`src/source/frontend_pkg.sv`:
```
// shared front-end constants and types; widths assume FETCH_W and DECODE_W of 2, XLEN of 32
package frontend_pkg;

  // ==================================================
  // widths
  // ==================================================
  localparam int unsigned FETCH_W    = 2;
  localparam int unsigned DECODE_W   = 2;
  localparam int unsigned IBUF_DEPTH = 8;
  localparam int unsigned XLEN       = 32;
  localparam int unsigned OP_W       = 6;
  localparam int unsigned REG_W      = 5;
  localparam int unsigned CSR_NUM_W  = 14;

  // lane count, buffer pointer and occupancy widths
  localparam int unsigned WCNT_W     = $clog2(FETCH_W + 1);
  localparam int unsigned IBUF_PTR_W = $clog2(IBUF_DEPTH);
  localparam int unsigned IBUF_CNT_W = $clog2(IBUF_DEPTH + 1);

  localparam logic [XLEN-1:0]  RESET_PC = 32'h1c00_0000;
  localparam logic [REG_W-1:0] RA_REG   = 5'd1;

  // ==================================================
  // major opcodes, instruction bits 31:26
  // ==================================================
  localparam logic [OP_W-1:0] OP_ALU_REG = 6'b000000;
  localparam logic [OP_W-1:0] OP_CSR     = 6'b000001;
  localparam logic [OP_W-1:0] OP_ALU_IMM = 6'b000010;
  localparam logic [OP_W-1:0] OP_LOAD    = 6'b001010;
  localparam logic [OP_W-1:0] OP_STORE   = 6'b001011;
  localparam logic [OP_W-1:0] OP_BL      = 6'b010101;
  localparam logic [OP_W-1:0] OP_BRANCH  = 6'b010110;

  typedef enum logic [2:0] {
    CLS_ALU    = 3'd0,
    CLS_ALUI   = 3'd1,
    CLS_BRANCH = 3'd2,
    CLS_CALL   = 3'd3,
    CLS_CSR    = 3'd4,
    CLS_LOAD   = 3'd5,
    CLS_STORE  = 3'd6,
    CLS_NONE   = 3'd7
  } class_e;

  typedef enum logic [1:0] {
    CSR_NONE  = 2'd0,
    CSR_READ  = 2'd1,
    CSR_WRITE = 2'd2,
    CSR_XCHG  = 2'd3
  } csr_op_e;

  // one instruction word, seen as register form or CSR form
  typedef union packed {
    struct packed {
      logic [OP_W-1:0]  opcode;
      logic [10:0]      unused;
      logic [REG_W-1:0] rk;
      logic [REG_W-1:0] rj;
      logic [REG_W-1:0] rd;
    } r;
    struct packed {
      logic [OP_W-1:0]      opcode;
      logic [1:0]           unused;
      logic [CSR_NUM_W-1:0] csr_num;
      logic [REG_W-1:0]     rj;
      logic [REG_W-1:0]     rd;
    } c;
  } instr_word_u;

endpackage

```
`src/source/redirect_ctrl.sv`:
```
// commit-driven flush and target select; at most one commit per cycle, tlbr must come with excp
`timescale 1ns/1ps

module redirect_ctrl
  import frontend_pkg::*;
(
  input  logic            clk,
  input  logic            rst_n,
  input  logic            cmt_valid_i,
  input  logic            cmt_excp_i,
  input  logic            cmt_tlbr_i,
  input  logic            cmt_redirect_i,
  input  logic            cmt_ertn_i,
  input  logic            cmt_refetch_i,
  input  logic            cmt_idle_i,
  input  logic [XLEN-1:0] cmt_pc_i,
  input  logic [XLEN-1:0] cmt_br_target_i,
  input  logic [XLEN-1:0] eentry_i,
  input  logic [XLEN-1:0] tlbrentry_i,
  input  logic [XLEN-1:0] era_i,
  input  logic            has_int_i,
  output logic            flush_o,
  output logic [XLEN-1:0] redirect_pc_o,
  output logic            fetch_enable_o
);

  logic tlbr_c;
  logic excp_c;
  logic redirect_c;
  logic ertn_c;
  logic refetch_c;
  logic idle_lock;

  assign tlbr_c     = cmt_valid_i & cmt_tlbr_i;
  assign excp_c     = cmt_valid_i & cmt_excp_i;
  assign redirect_c = cmt_valid_i & cmt_redirect_i;
  assign ertn_c     = cmt_valid_i & cmt_ertn_i;
  // idle restarts after itself, like any refetch
  assign refetch_c  = cmt_valid_i & (cmt_refetch_i | cmt_idle_i);

  assign flush_o = tlbr_c | excp_c | redirect_c | ertn_c | refetch_c;

  // fixed priority, tlb refill entry first
  assign redirect_pc_o = tlbr_c     ? tlbrentry_i :
                         excp_c     ? eentry_i :
                         redirect_c ? cmt_br_target_i :
                         ertn_c     ? era_i :
                         refetch_c  ? cmt_pc_i + XLEN'(4) :
                         RESET_PC;

  // hold fetch after idle until an interrupt is pending
  always_ff @(posedge clk or negedge rst_n) begin
    if (!rst_n) begin
      idle_lock <= 1'b0;
    end else if (cmt_valid_i && cmt_idle_i && !has_int_i) begin
      idle_lock <= 1'b1;
    end else if (has_int_i) begin
      idle_lock <= 1'b0;
    end
  end

  assign fetch_enable_o = ~idle_lock;

  a_tlbr_implies_excp: assert property (
    @(posedge clk) disable iff (!rst_n) (cmt_valid_i && cmt_tlbr_i) |-> cmt_excp_i
  );

endmodule

```
`src/source/fetch_compactor.sv`:
```
// one-entry fetch-packet stage; lane k has pc + 4k, packets seen during flush are dropped
`timescale 1ns/1ps

module fetch_compactor
  import frontend_pkg::*;
(
  input  logic                          clk,
  input  logic                          rst_n,
  input  logic                          flush_i,
  input  logic                          fetch_valid_i,
  input  logic [FETCH_W-1:0]            fetch_lane_valid_i,
  input  logic [XLEN-1:0]               fetch_pc_i,
  input  logic [FETCH_W-1:0][XLEN-1:0]  fetch_instr_i,
  output logic                          fetch_ready_o,
  input  logic                          wr_ready_i,
  output logic [WCNT_W-1:0]             wr_count_o,
  output logic [FETCH_W-1:0][XLEN-1:0]  wr_pc_o,
  output logic [FETCH_W-1:0][XLEN-1:0]  wr_instr_o
);

  logic                         stage_valid;
  logic [FETCH_W-1:0]           stage_lane_valid;
  logic [XLEN-1:0]              stage_pc;
  logic [FETCH_W-1:0][XLEN-1:0] stage_instr;
  logic                         accept;

  // stage drains into the buffer whenever it has room
  assign fetch_ready_o = !stage_valid || wr_ready_i;
  assign accept        = fetch_valid_i && fetch_ready_o && !flush_i;

  always_ff @(posedge clk or negedge rst_n) begin
    if (!rst_n) begin
      stage_valid <= 1'b0;
    end else if (flush_i) begin
      stage_valid <= 1'b0;
    end else if (fetch_ready_o) begin
      stage_valid <= fetch_valid_i;
    end
  end

  always_ff @(posedge clk) begin
    if (accept) begin
      stage_lane_valid <= fetch_lane_valid_i;
      stage_pc         <= fetch_pc_i;
      stage_instr      <= fetch_instr_i;
    end
  end

  // pack valid lanes down to lane 0, keeping fetch order
  always_comb begin : pack_lanes
    logic [WCNT_W-1:0] n;
    n          = '0;
    wr_pc_o    = '0;
    wr_instr_o = '0;
    for (int k = 0; k < FETCH_W; k++) begin
      if (stage_valid && stage_lane_valid[k]) begin
        wr_pc_o[n]    = stage_pc + XLEN'(4 * k);
        wr_instr_o[n] = stage_instr[k];
        n             = n + 1'b1;
      end
    end
    wr_count_o = n;
  end

  a_count_bound: assert property (
    @(posedge clk) disable iff (!rst_n) wr_count_o <= WCNT_W'(FETCH_W)
  );

endmodule

```
`src/source/instr_buffer.sv`:
```
// circular instruction FIFO; accepts FETCH_W lanes only when that many slots are free
`timescale 1ns/1ps

module instr_buffer
  import frontend_pkg::*;
(
  input  logic                          clk,
  input  logic                          rst_n,
  input  logic                          flush_i,
  input  logic [WCNT_W-1:0]             wr_count_i,
  input  logic [FETCH_W-1:0][XLEN-1:0]  wr_pc_i,
  input  logic [FETCH_W-1:0][XLEN-1:0]  wr_instr_i,
  output logic                          wr_ready_o,
  input  logic                          rd_ready_i,
  output logic [DECODE_W-1:0]           rd_valid_o,
  output logic [DECODE_W-1:0][XLEN-1:0] rd_pc_o,
  output logic [DECODE_W-1:0][XLEN-1:0] rd_instr_o
);

  logic [XLEN-1:0]       mem_pc    [IBUF_DEPTH];
  logic [XLEN-1:0]       mem_instr [IBUF_DEPTH];
  logic [IBUF_PTR_W-1:0] rd_ptr;
  logic [IBUF_PTR_W-1:0] wr_ptr;
  logic [IBUF_CNT_W-1:0] count;
  logic [IBUF_CNT_W-1:0] push_cnt;
  logic [IBUF_CNT_W-1:0] pop_cnt;

  assign wr_ready_o = (IBUF_CNT_W'(IBUF_DEPTH) - count) >= IBUF_CNT_W'(FETCH_W);
  assign push_cnt   = wr_ready_o ? IBUF_CNT_W'(wr_count_i) : '0;

  // every valid head lane leaves together
  always_comb begin
    pop_cnt = '0;
    if (rd_ready_i) begin
      pop_cnt = (count >= IBUF_CNT_W'(DECODE_W)) ? IBUF_CNT_W'(DECODE_W) : count;
    end
  end

  // ==================================================
  // read ports, oldest entries first
  // ==================================================
  always_comb begin : read_ports
    logic [IBUF_PTR_W-1:0] idx;
    for (int k = 0; k < DECODE_W; k++) begin
      idx           = rd_ptr + IBUF_PTR_W'(k);
      rd_valid_o[k] = count > IBUF_CNT_W'(k);
      rd_pc_o[k]    = mem_pc[idx];
      rd_instr_o[k] = mem_instr[idx];
    end
  end

  // ==================================================
  // write ports and pointers
  // ==================================================
  always_ff @(posedge clk) begin
    for (int k = 0; k < FETCH_W; k++) begin
      if (IBUF_CNT_W'(k) < push_cnt) begin
        mem_pc[wr_ptr + IBUF_PTR_W'(k)]    <= wr_pc_i[k];
        mem_instr[wr_ptr + IBUF_PTR_W'(k)] <= wr_instr_i[k];
      end
    end
  end

  // depth is a power of two, pointers wrap on their own
  always_ff @(posedge clk or negedge rst_n) begin
    if (!rst_n) begin
      rd_ptr <= '0;
      wr_ptr <= '0;
      count  <= '0;
    end else if (flush_i) begin
      rd_ptr <= '0;
      wr_ptr <= '0;
      count  <= '0;
    end else begin
      wr_ptr <= wr_ptr + IBUF_PTR_W'(push_cnt);
      rd_ptr <= rd_ptr + IBUF_PTR_W'(pop_cnt);
      count  <= count + push_cnt - pop_cnt;
    end
  end

  a_no_overflow: assert property (
    @(posedge clk) disable iff (!rst_n) count <= IBUF_CNT_W'(IBUF_DEPTH)
  );

endmodule

```
`src/source/instr_decoder.sv`:
```
// combinational per-lane decode over the small major-opcode table; register 0 means unused
`timescale 1ns/1ps

module instr_decoder
  import frontend_pkg::*;
(
  input  logic [DECODE_W-1:0]                rd_valid_i,
  input  logic [DECODE_W-1:0][XLEN-1:0]      rd_pc_i,
  input  instr_word_u [DECODE_W-1:0]         rd_instr_i,
  output logic [DECODE_W-1:0]                dec_valid_o,
  output logic [DECODE_W-1:0][XLEN-1:0]      dec_pc_o,
  output class_e [DECODE_W-1:0]              dec_class_o,
  output logic [DECODE_W-1:0][REG_W-1:0]     dec_src0_o,
  output logic [DECODE_W-1:0][REG_W-1:0]     dec_src1_o,
  output logic [DECODE_W-1:0][REG_W-1:0]     dec_dest_o,
  output csr_op_e [DECODE_W-1:0]             dec_csr_op_o,
  output logic [DECODE_W-1:0][CSR_NUM_W-1:0] dec_csr_num_o
);

  assign dec_valid_o = rd_valid_i;
  assign dec_pc_o    = rd_pc_i;

  always_comb begin : decode_lanes
    for (int i = 0; i < DECODE_W; i++) begin
      dec_class_o[i]   = CLS_NONE;
      dec_src0_o[i]    = '0;
      dec_src1_o[i]    = '0;
      dec_dest_o[i]    = '0;
      dec_csr_op_o[i]  = CSR_NONE;
      dec_csr_num_o[i] = '0;
      case (rd_instr_i[i].r.opcode)
        OP_ALU_REG: begin
          dec_class_o[i] = CLS_ALU;
          dec_src0_o[i]  = rd_instr_i[i].r.rj;
          dec_src1_o[i]  = rd_instr_i[i].r.rk;
          dec_dest_o[i]  = rd_instr_i[i].r.rd;
        end
        OP_ALU_IMM, OP_LOAD: begin
          dec_class_o[i] = (rd_instr_i[i].r.opcode == OP_LOAD) ? CLS_LOAD : CLS_ALUI;
          dec_src0_o[i]  = rd_instr_i[i].r.rj;
          dec_dest_o[i]  = rd_instr_i[i].r.rd;
        end
        // rd is read, not written, by branches and stores
        OP_BRANCH, OP_STORE: begin
          dec_class_o[i] = (rd_instr_i[i].r.opcode == OP_STORE) ? CLS_STORE : CLS_BRANCH;
          dec_src0_o[i]  = rd_instr_i[i].r.rj;
          dec_src1_o[i]  = rd_instr_i[i].r.rd;
        end
        OP_BL: begin
          dec_class_o[i] = CLS_CALL;
          dec_dest_o[i]  = RA_REG;
        end
        OP_CSR: begin
          dec_class_o[i]   = CLS_CSR;
          dec_csr_num_o[i] = rd_instr_i[i].c.csr_num;
          dec_dest_o[i]    = rd_instr_i[i].c.rd;
          // rj selects read, write or exchange
          case (rd_instr_i[i].c.rj)
            REG_W'(0): dec_csr_op_o[i] = CSR_READ;
            REG_W'(1): begin
              dec_csr_op_o[i] = CSR_WRITE;
              dec_src0_o[i]   = rd_instr_i[i].c.rd;
            end
            default: begin
              dec_csr_op_o[i] = CSR_XCHG;
              dec_src0_o[i]   = rd_instr_i[i].c.rd;
              dec_src1_o[i]   = rd_instr_i[i].c.rj;
            end
          endcase
        end
        default: dec_class_o[i] = CLS_NONE;
      endcase
    end
  end

endmodule

```
`src/source/frontend_top.sv`:
```
// front-end top; fetch to decode latency is 2 edges without back-pressure, flush is same-cycle
`timescale 1ns/1ps

module frontend_top
  import frontend_pkg::*;
(
  input  logic                                clk,
  input  logic                                rst_n,
  // fetch packet
  input  logic                                fetch_valid_i,
  input  logic [FETCH_W-1:0]                  fetch_lane_valid_i,
  input  logic [XLEN-1:0]                     fetch_pc_i,
  input  logic [FETCH_W-1:0][XLEN-1:0]        fetch_instr_i,
  output logic                                fetch_ready_o,
  // decoded lanes
  input  logic                                dec_ready_i,
  output logic [DECODE_W-1:0]                 dec_valid_o,
  output logic [DECODE_W-1:0][XLEN-1:0]       dec_pc_o,
  output class_e [DECODE_W-1:0]               dec_class_o,
  output logic [DECODE_W-1:0][REG_W-1:0]      dec_src0_o,
  output logic [DECODE_W-1:0][REG_W-1:0]      dec_src1_o,
  output logic [DECODE_W-1:0][REG_W-1:0]      dec_dest_o,
  output csr_op_e [DECODE_W-1:0]              dec_csr_op_o,
  output logic [DECODE_W-1:0][CSR_NUM_W-1:0]  dec_csr_num_o,
  // commit events
  input  logic                                cmt_valid_i,
  input  logic                                cmt_excp_i,
  input  logic                                cmt_tlbr_i,
  input  logic                                cmt_redirect_i,
  input  logic                                cmt_ertn_i,
  input  logic                                cmt_refetch_i,
  input  logic                                cmt_idle_i,
  input  logic [XLEN-1:0]                     cmt_pc_i,
  input  logic [XLEN-1:0]                     cmt_br_target_i,
  input  logic [XLEN-1:0]                     eentry_i,
  input  logic [XLEN-1:0]                     tlbrentry_i,
  input  logic [XLEN-1:0]                     era_i,
  input  logic                                has_int_i,
  output logic                                flush_o,
  output logic [XLEN-1:0]                     redirect_pc_o,
  output logic                                fetch_enable_o
);

  // ==================================================
  // stage to buffer to decoder
  // ==================================================
  logic [WCNT_W-1:0]             wr_count;
  logic [FETCH_W-1:0][XLEN-1:0]  wr_pc;
  logic [FETCH_W-1:0][XLEN-1:0]  wr_instr;
  logic                          wr_ready;
  logic [DECODE_W-1:0]           rd_valid;
  logic [DECODE_W-1:0][XLEN-1:0] rd_pc;
  logic [DECODE_W-1:0][XLEN-1:0] rd_instr;

  redirect_ctrl i_redirect_ctrl (
    .clk             (clk),
    .rst_n           (rst_n),
    .cmt_valid_i     (cmt_valid_i),
    .cmt_excp_i      (cmt_excp_i),
    .cmt_tlbr_i      (cmt_tlbr_i),
    .cmt_redirect_i  (cmt_redirect_i),
    .cmt_ertn_i      (cmt_ertn_i),
    .cmt_refetch_i   (cmt_refetch_i),
    .cmt_idle_i      (cmt_idle_i),
    .cmt_pc_i        (cmt_pc_i),
    .cmt_br_target_i (cmt_br_target_i),
    .eentry_i        (eentry_i),
    .tlbrentry_i     (tlbrentry_i),
    .era_i           (era_i),
    .has_int_i       (has_int_i),
    .flush_o         (flush_o),
    .redirect_pc_o   (redirect_pc_o),
    .fetch_enable_o  (fetch_enable_o)
  );

  fetch_compactor i_fetch_compactor (
    .clk                (clk),
    .rst_n              (rst_n),
    .flush_i            (flush_o),
    .fetch_valid_i      (fetch_valid_i),
    .fetch_lane_valid_i (fetch_lane_valid_i),
    .fetch_pc_i         (fetch_pc_i),
    .fetch_instr_i      (fetch_instr_i),
    .fetch_ready_o      (fetch_ready_o),
    .wr_ready_i         (wr_ready),
    .wr_count_o         (wr_count),
    .wr_pc_o            (wr_pc),
    .wr_instr_o         (wr_instr)
  );

  instr_buffer i_instr_buffer (
    .clk        (clk),
    .rst_n      (rst_n),
    .flush_i    (flush_o),
    .wr_count_i (wr_count),
    .wr_pc_i    (wr_pc),
    .wr_instr_i (wr_instr),
    .wr_ready_o (wr_ready),
    .rd_ready_i (dec_ready_i),
    .rd_valid_o (rd_valid),
    .rd_pc_o    (rd_pc),
    .rd_instr_o (rd_instr)
  );

  instr_decoder i_instr_decoder (
    .rd_valid_i    (rd_valid),
    .rd_pc_i       (rd_pc),
    .rd_instr_i    (rd_instr),
    .dec_valid_o   (dec_valid_o),
    .dec_pc_o      (dec_pc_o),
    .dec_class_o   (dec_class_o),
    .dec_src0_o    (dec_src0_o),
    .dec_src1_o    (dec_src1_o),
    .dec_dest_o    (dec_dest_o),
    .dec_csr_op_o  (dec_csr_op_o),
    .dec_csr_num_o (dec_csr_num_o)
  );

endmodule

```
`config.mk`:
```
export PLATFORM = sky130hd
export DESIGN_NAME = frontend_top
export DESIGN_NICKNAME = d
export VERILOG_FILES = /design/src/source/frontend_pkg.sv /design/src/source/redirect_ctrl.sv /design/src/source/fetch_compactor.sv /design/src/source/instr_buffer.sv /design/src/source/instr_decoder.sv /design/src/source/frontend_top.sv
export SDC_FILE = /design/constraint.sdc
export NUM_CORES = 2
export LEC_CHECK = 0
export BUFFER_PORTS_ARGS = -buffer_cell sky130_fd_sc_hd__buf_4
export CORE_ASPECT_RATIO = 0.8
export CORE_MARGIN = 2
export CORE_UTILIZATION = 55
export CTS_CLUSTER_DIAMETER = 150
export CTS_CLUSTER_SIZE = 8
export DETAILED_ROUTE_END_ITERATION = 6
export PLACE_DENSITY = 0.78
export SLEW_MARGIN = 20
export SYNTH_ARGS = -nofsm -noshare
export SYNTH_HDL_FRONTEND = slang
export SYNTH_HIERARCHICAL = 1
export SYNTH_SLANG_ARGS = --single-unit
```
`constraint.sdc`:
```
create_clock -name clk -period 29.1 [get_ports clk]
set_input_delay 5.82 -clock clk [delete_from_list [all_inputs] [get_ports clk]]
set_output_delay 5.82 -clock clk [all_outputs]
set_load 0.01 [all_outputs]
```
Word-level counts from Yosys, hierarchy flattened
Memories as Yosys holds them, arrays and structs flattened.
Index checks and enable logic that the tools add are counted.
- memories kept: 2
- word-level logic and storage cells: 132
- RAM bits: 512
- register bits: 110
- input port bits: 270
- output and inout bits: 169
- memory list (name ; words ; width ; rd ports ; clocked after Yosys merged registers in ; wr ports ; line ; source):
    i_instr_buffer.mem_instr ; 8 ; 32 ; 2 ; 0 ; 2 ; instr_buffer.sv:21 ; logic [XLEN-1:0] mem_instr [IBUF_DEPTH];
    i_instr_buffer.mem_pc ; 8 ; 32 ; 2 ; 0 ; 2 ; instr_buffer.sv:20 ; logic [XLEN-1:0] mem_pc [IBUF_DEPTH];
- mux-type cells: 51
- reduce and logical (&&, ||, !) cells: 27
- add/subtract/negate cells: 10
- bitwise operators: 11
- equal/unequal tests: 14
- magnitude comparators: 8
- operators by type and width (operator ; count):
    32-bit two-way mux ; 8
    64-bit bitwise mux ; 2
    64-bit two-way mux ; 2
    32-bit by 3-bit adder with 32-bit output, second input constant ; 2
    5-bit case mux with 2 select lines ; 4
    32-bit demux with 1-bit select ; 1
    3-bit case mux with 5 select lines ; 2
    5-bit case mux with 3 select lines ; 2
    14-bit two-way mux ; 2
    6-bit by 4-bit equality test with 1-bit output, second input constant ; 4
    6-bit by 5-bit equality test with 1-bit output, second input constant ; 4
    5-bit two-way mux ; 4
    3-bit two-way mux ; 6
    6-bit by 1-bit equality test with 1-bit output, second input constant ; 2
    6-bit by 2-bit equality test with 1-bit output, second input constant ; 2
    6-bit zero test ; 2
    4-bit two-way mux ; 3
    2-bit OR reduction ; 6
    5-bit by 1-bit equality test with 1-bit output, second input constant ; 2
    5-bit zero test ; 2
    5-bit OR reduction ; 2
    1-bit two-way mux ; 9
    4-bit by 2-bit greater-or-equal comparator with 1-bit output, second input constant ; 2
    4-bit by 1-bit > comparator with 1-bit output, second input constant ; 2
    19 further kinds ; 44

Longest topological paths before layout
- depth after elaboration: 8
- gate-level depth with buffers: 14
- mapped depth without buffers: 14

Modules after synthesis
Netlist, hierarchy kept.
- by module, submodules not included (module ; cells each ; instances ; sequential area each (sq um) ; area an instance (sq um)):
    instr_buffer ; 1649 ; 1 ; 15625.0 ; 30001.3
    fetch_compactor ; 431 ; 1 ; 2967.8 ; 4986.0
    redirect_ctrl ; 317 ; 1 ; 25.0 ; 2020.7
    instr_decoder ; 220 ; 1 ; 0.0 ; 1515.2

Worst setup path after synthesis
No wires, ideal clock.
- path type: input to register
- start: input cmt_redirect_i
- end: register i_fetch_compactor/stage_instr[0] in the netlist's numbering (enable)
- data arrival time: 13.786 ns
- setup slack: 14.619 ns
- stages on the path: 5
- data required time: 28.405 ns
- buffers on the path: 2
- setup time: 0.695 ns
- cell sequence: clkbuf_1 -> buf_1 -> nor4_1 -> a21boi_0 -> nor3b_1
- word-level cells in the longest chain between the ends: 6
- ends and longest elaborated chain (what ; line ; source):
    from (decl) ; frontend_top.sv:29 ; input logic cmt_redirect_i,
    1-bit bitwise AND ; redirect_ctrl.sv:36 ; assign redirect_c = cmt_valid_i & cmt_redirect_i;
    1-bit OR (3 in a row) ; redirect_ctrl.sv:41 ; assign flush_o = tlbr_c | excp_c | redirect_c | ertn_c | refetch_c;
    via flush_o ; frontend_top.sv:39 ; output logic flush_o,
    1-bit zero test ; fetch_compactor.sv:29 ; assign accept = fetch_valid_i && fetch_ready_o && !flush_i;
    1-bit logical AND ; fetch_compactor.sv:29 ;
    via i_fetch_compactor.accept ; fetch_compactor.sv:25 ; logic accept;
    to (signal assigned) ; fetch_compactor.sv:45 ; stage_instr <= fetch_instr_i;
    to (decl) ; fetch_compactor.sv:24 ; logic [FETCH_W-1:0][XLEN-1:0] stage_instr;
The timed path passes the listed nets, and every way through them passes these cells.
A chain may end at the register's enable or synchronous reset.

Worst setup path in the final report
- start: input cmt_pc_i[2]
- end: output redirect_pc_o[18]
- word-level cells in the longest chain between the ends: 6
- ends and longest elaborated chain (what ; line ; source):
    from (decl) ; frontend_top.sv:33 ; input logic [XLEN-1:0] cmt_pc_i,
    32-bit by 3-bit adder with 32-bit output ; redirect_ctrl.sv:48 ; refetch_c ? cmt_pc_i + XLEN'(4) :
    32-bit two-way mux ; redirect_ctrl.sv:48 ;
    32-bit two-way mux ; redirect_ctrl.sv:47 ; ertn_c ? era_i :
    32-bit two-way mux ; redirect_ctrl.sv:46 ; redirect_c ? cmt_br_target_i :
    32-bit two-way mux ; redirect_ctrl.sv:45 ; excp_c ? eentry_i :
    32-bit two-way mux ; redirect_ctrl.sv:44 ; assign redirect_pc_o = tlbr_c ? tlbrentry_i :
    to (decl) ; frontend_top.sv:40 ; output logic [XLEN-1:0] redirect_pc_o,
No other way between the ends.

==> results summary <==
The flow ran to the end, and the final reports show no timing, DRC or antenna violations. TritonCTS built the clock tree. The startpoint kind of the worst setup timing path is a primary input. The cell depth of the worst flop-to-flop path came out at 8. The largest incremental delay on the critical path is between 800 and 900 ps. The post-synthesis instance area is approximately 37000 um2. After clock tree synthesis, the flow added hold-fix buffers numbering 0. The count of vias placed by the detailed router came out at around 26000. The global-route wire length before repair came out at between 150 and 200 mm. For this run, the number of Yosys warnings is 6. By instance count, the cell type seen most on the critical path is buf_4. The number of endpoints failing setup at the final stage is 0.

For this design, the slowest cell found on the critical path is nor4_1. The summed negative setup slack over all endpoints is 0 ps. The signal on the critical path passes through buf_4, ha_1, nand3_1, nor4_1, nand2_1, or4_1, nand4_1, buf_4. The post-DP HPWL came out at a little over 70 mm. Together, buffers and inverters on the worst path number 2. The global-route usage over all layers is 32.33%. The via density per instance is approximately 6.9. The path length in cells of the critical path came out at 8. The post-route fraction of the period consumed by the critical path is around 47%.

The largest fanout of any net on the critical path came out at 4. Broken down by cell family, the worst path's largest delay share belongs to simple AND/OR/NAND/NOR gates. The transition time at the pin with the least slew margin is ~1100 ps. Counting instances, the worst hold path has a depth of 2. For the worst-skew pair, the clock arrives at the later sink with an insertion delay of 640 ps. STA classifies the critical path endpoint as a primary output. The number of sinks on the clock net came out at roughly 600.

After detailed routing, the average wire length per cell comes to around 30 um. Entering global routing, the biggest net connects roughly 160 pins. The post-synthesis instance total is around 2600.

The port buffer count is between 400 and 500. The standard cell core area came out at 67320 um2. For the final database, setup skew stands at roughly 31 ps. The total CTS buffers is 85. The number of failing hold endpoints at the final stage was 0.

VDD sags by at most around 0.065 mV. The clock transition at the register clock pins on the worst setup and hold paths after CTS came out at around 50 ps. The maximum achievable frequency is 72.44 MHz.

The max-slew violation total from the final report is 0. The count of nets left with antenna violations once routing finished came out at 0. The number of global-route vias before repair is around 27000. The tightest min-delay check is of the flip-flop to flip-flop type.

Measured against its own limit, the worst slew margin works out to about a quarter. The mean cell area of the mapped netlist is between 10 and 15 um2. The net count of the finished layout came out at 3155.

Clock tree synthesis selected as its root buffer the cell clkbuf_16. The row count came out at between 80 and 90. The critical path start-end classification is primary input to primary output. The power density over cell area is between 70 and 80 nW/um2. No sink is reached through more buffers than the 3 on the longest clock path. For this run the aggregate overflow at the end of global routing stands at 0.

The H-tree depth is 3. For this block, the initial DRC count from the detailed router was between 3000 and 4000. The post-synth net total is about 2900. Relative to the synthesized area, the layout overhead comes to 15.54%. The final critical-path required period is between 10000 and 15000 ps. The die span in x came out at 295.9 um. The floorplan step defined a die boundary enclosing around 70000 um2. At the worst endpoint, the arrival time is around 8000 ps. For this run, design rule violations remaining after detail routing come to 0.

The initial antenna violation count is 2. For this run, the detailed router's first-pass iteration total came to 5. For this design the static power due to leakage is roughly 0.016 uW. The post-CTS resize count is 0. The ratio of cells with drive above 1 in the final layout is about half. Setup repair after global routing left no endpoint under its margin. The total wire length came out at approximately 110 mm. The design draws between 3000 and 4000 uW. The number of violations of the max-capacitance limit is 0. The initial cell density of the core came out at a little under three fifths. The number of setup buffers added after CTS came out at 0. The die is 237.5 um tall. The count of pins on the block boundary is ~440. The final weighted congestion in routability-driven placement is 0.9631. The data required time of the worst path came out at 23280 ps.
==> power by group <==
part	total (uW)	switching, uW	internal [uW]
registers	1080	54.1	1030
logic	1180	625	552
clock network	893	363	530
total	3150	1040	2110
==> area by class of cell <==
cell class              count  area (um2)
repair buffers            476        3610
inverters                  39       146.4
multi-input cells        1658       18050
clock inverters             6       113.9
diodes                      2       5.005
clock buffers             102        2212
flip-flops and latches    602       18030
well taps                 913        1142
fillers                  4773       24010
==> layout by cell type (no fill, tap or decap), drive strengths merged, types with 32 or more instances in the layout <==
cell,instances
mux2,622
edfxtp,590
buf,476
mux4,248
clkbuf,102
nand2,89
o21ai,80
and3,79
nor2,64
a22o,53
nand3,42
inv,40
xnor2,32
==> routing by layer <==
metal,vias up,share of wire (%),global-route usage (%)
li1,10860,-,-
met1,13430,39,45.40
met2,1712,47,50.61
met3,260,11,6.788
met4,0,3.0,10.58
met5,-,0,0
==> worst register-to-register path: stages (launching register included) <==
cell	delay (ps)
dfrtp_1	540
nand2_1	660
inv_2	600
ha_1	410
nor2b_1	220
nand3_1	160
a21oi_4	660
a41o_2	730
buf_4	850
==> state kept, by name (all words and copies together) (netlist names), 2 cells and up <==
register / cells
i_fetch_compactor/stage_lane_valid: 2
i_instr_buffer/mem_pc: 256
i_fetch_compactor/stage_instr: 60
i_instr_buffer/count: 4
i_instr_buffer/rd_ptr: 3
i_instr_buffer/mem_instr: 240
i_instr_buffer/wr_ptr: 3
i_fetch_compactor/stage_pc: 32
==> final timing paths <==
check,start,endpoint,slack [ps]
worst max register to register,i_fetch_compactor/stage_valid$_DFFE_PN0P_,i_instr_buffer/mem_pc[7][21]$_DFFE_PP_,23870
worst min-delay path,i_redirect_ctrl/idle_lock$_DFFE_PN0P_,i_redirect_ctrl/idle_lock$_DFFE_PN0P_,510
worst min register to register,i_redirect_ctrl/idle_lock$_DFFE_PN0P_,i_redirect_ctrl/idle_lock$_DFFE_PN0P_,510
worst max-delay path,cmt_pc_i[2],redirect_pc_o[18],15290
max in group asynchronous,rst_n,i_instr_buffer/rd_ptr[2]$_DFF_PN0_,23840
min in group asynchronous,rst_n,i_instr_buffer/count[3]$_DFF_PN0_,5040
==> through the flow <==
| stage | area (um2) | utilization, % | std cells | hold slack [ps] | setup WS (ps) |
|---|---|---|---|---|---|
| after floorplan | 37490 | - | 2565 | 462.5 | 14920 |
| final | 43310 | 64.34 | 3798 | 508.5 | 15290 |
| after global routing | 43310 | 64.34 | 3798 | 569.1 | 15130 |
| after detailed placement | 40940 | 60.82 | 3687 | 493.3 | 15350 |
| after global placement | 40940 | 60.82 | 3687 | 493.8 | 15380 |
| after CTS | 43270 | 64.27 | 3795 | 506.9 | 15330 |
(Power assumes the default switching activity.)
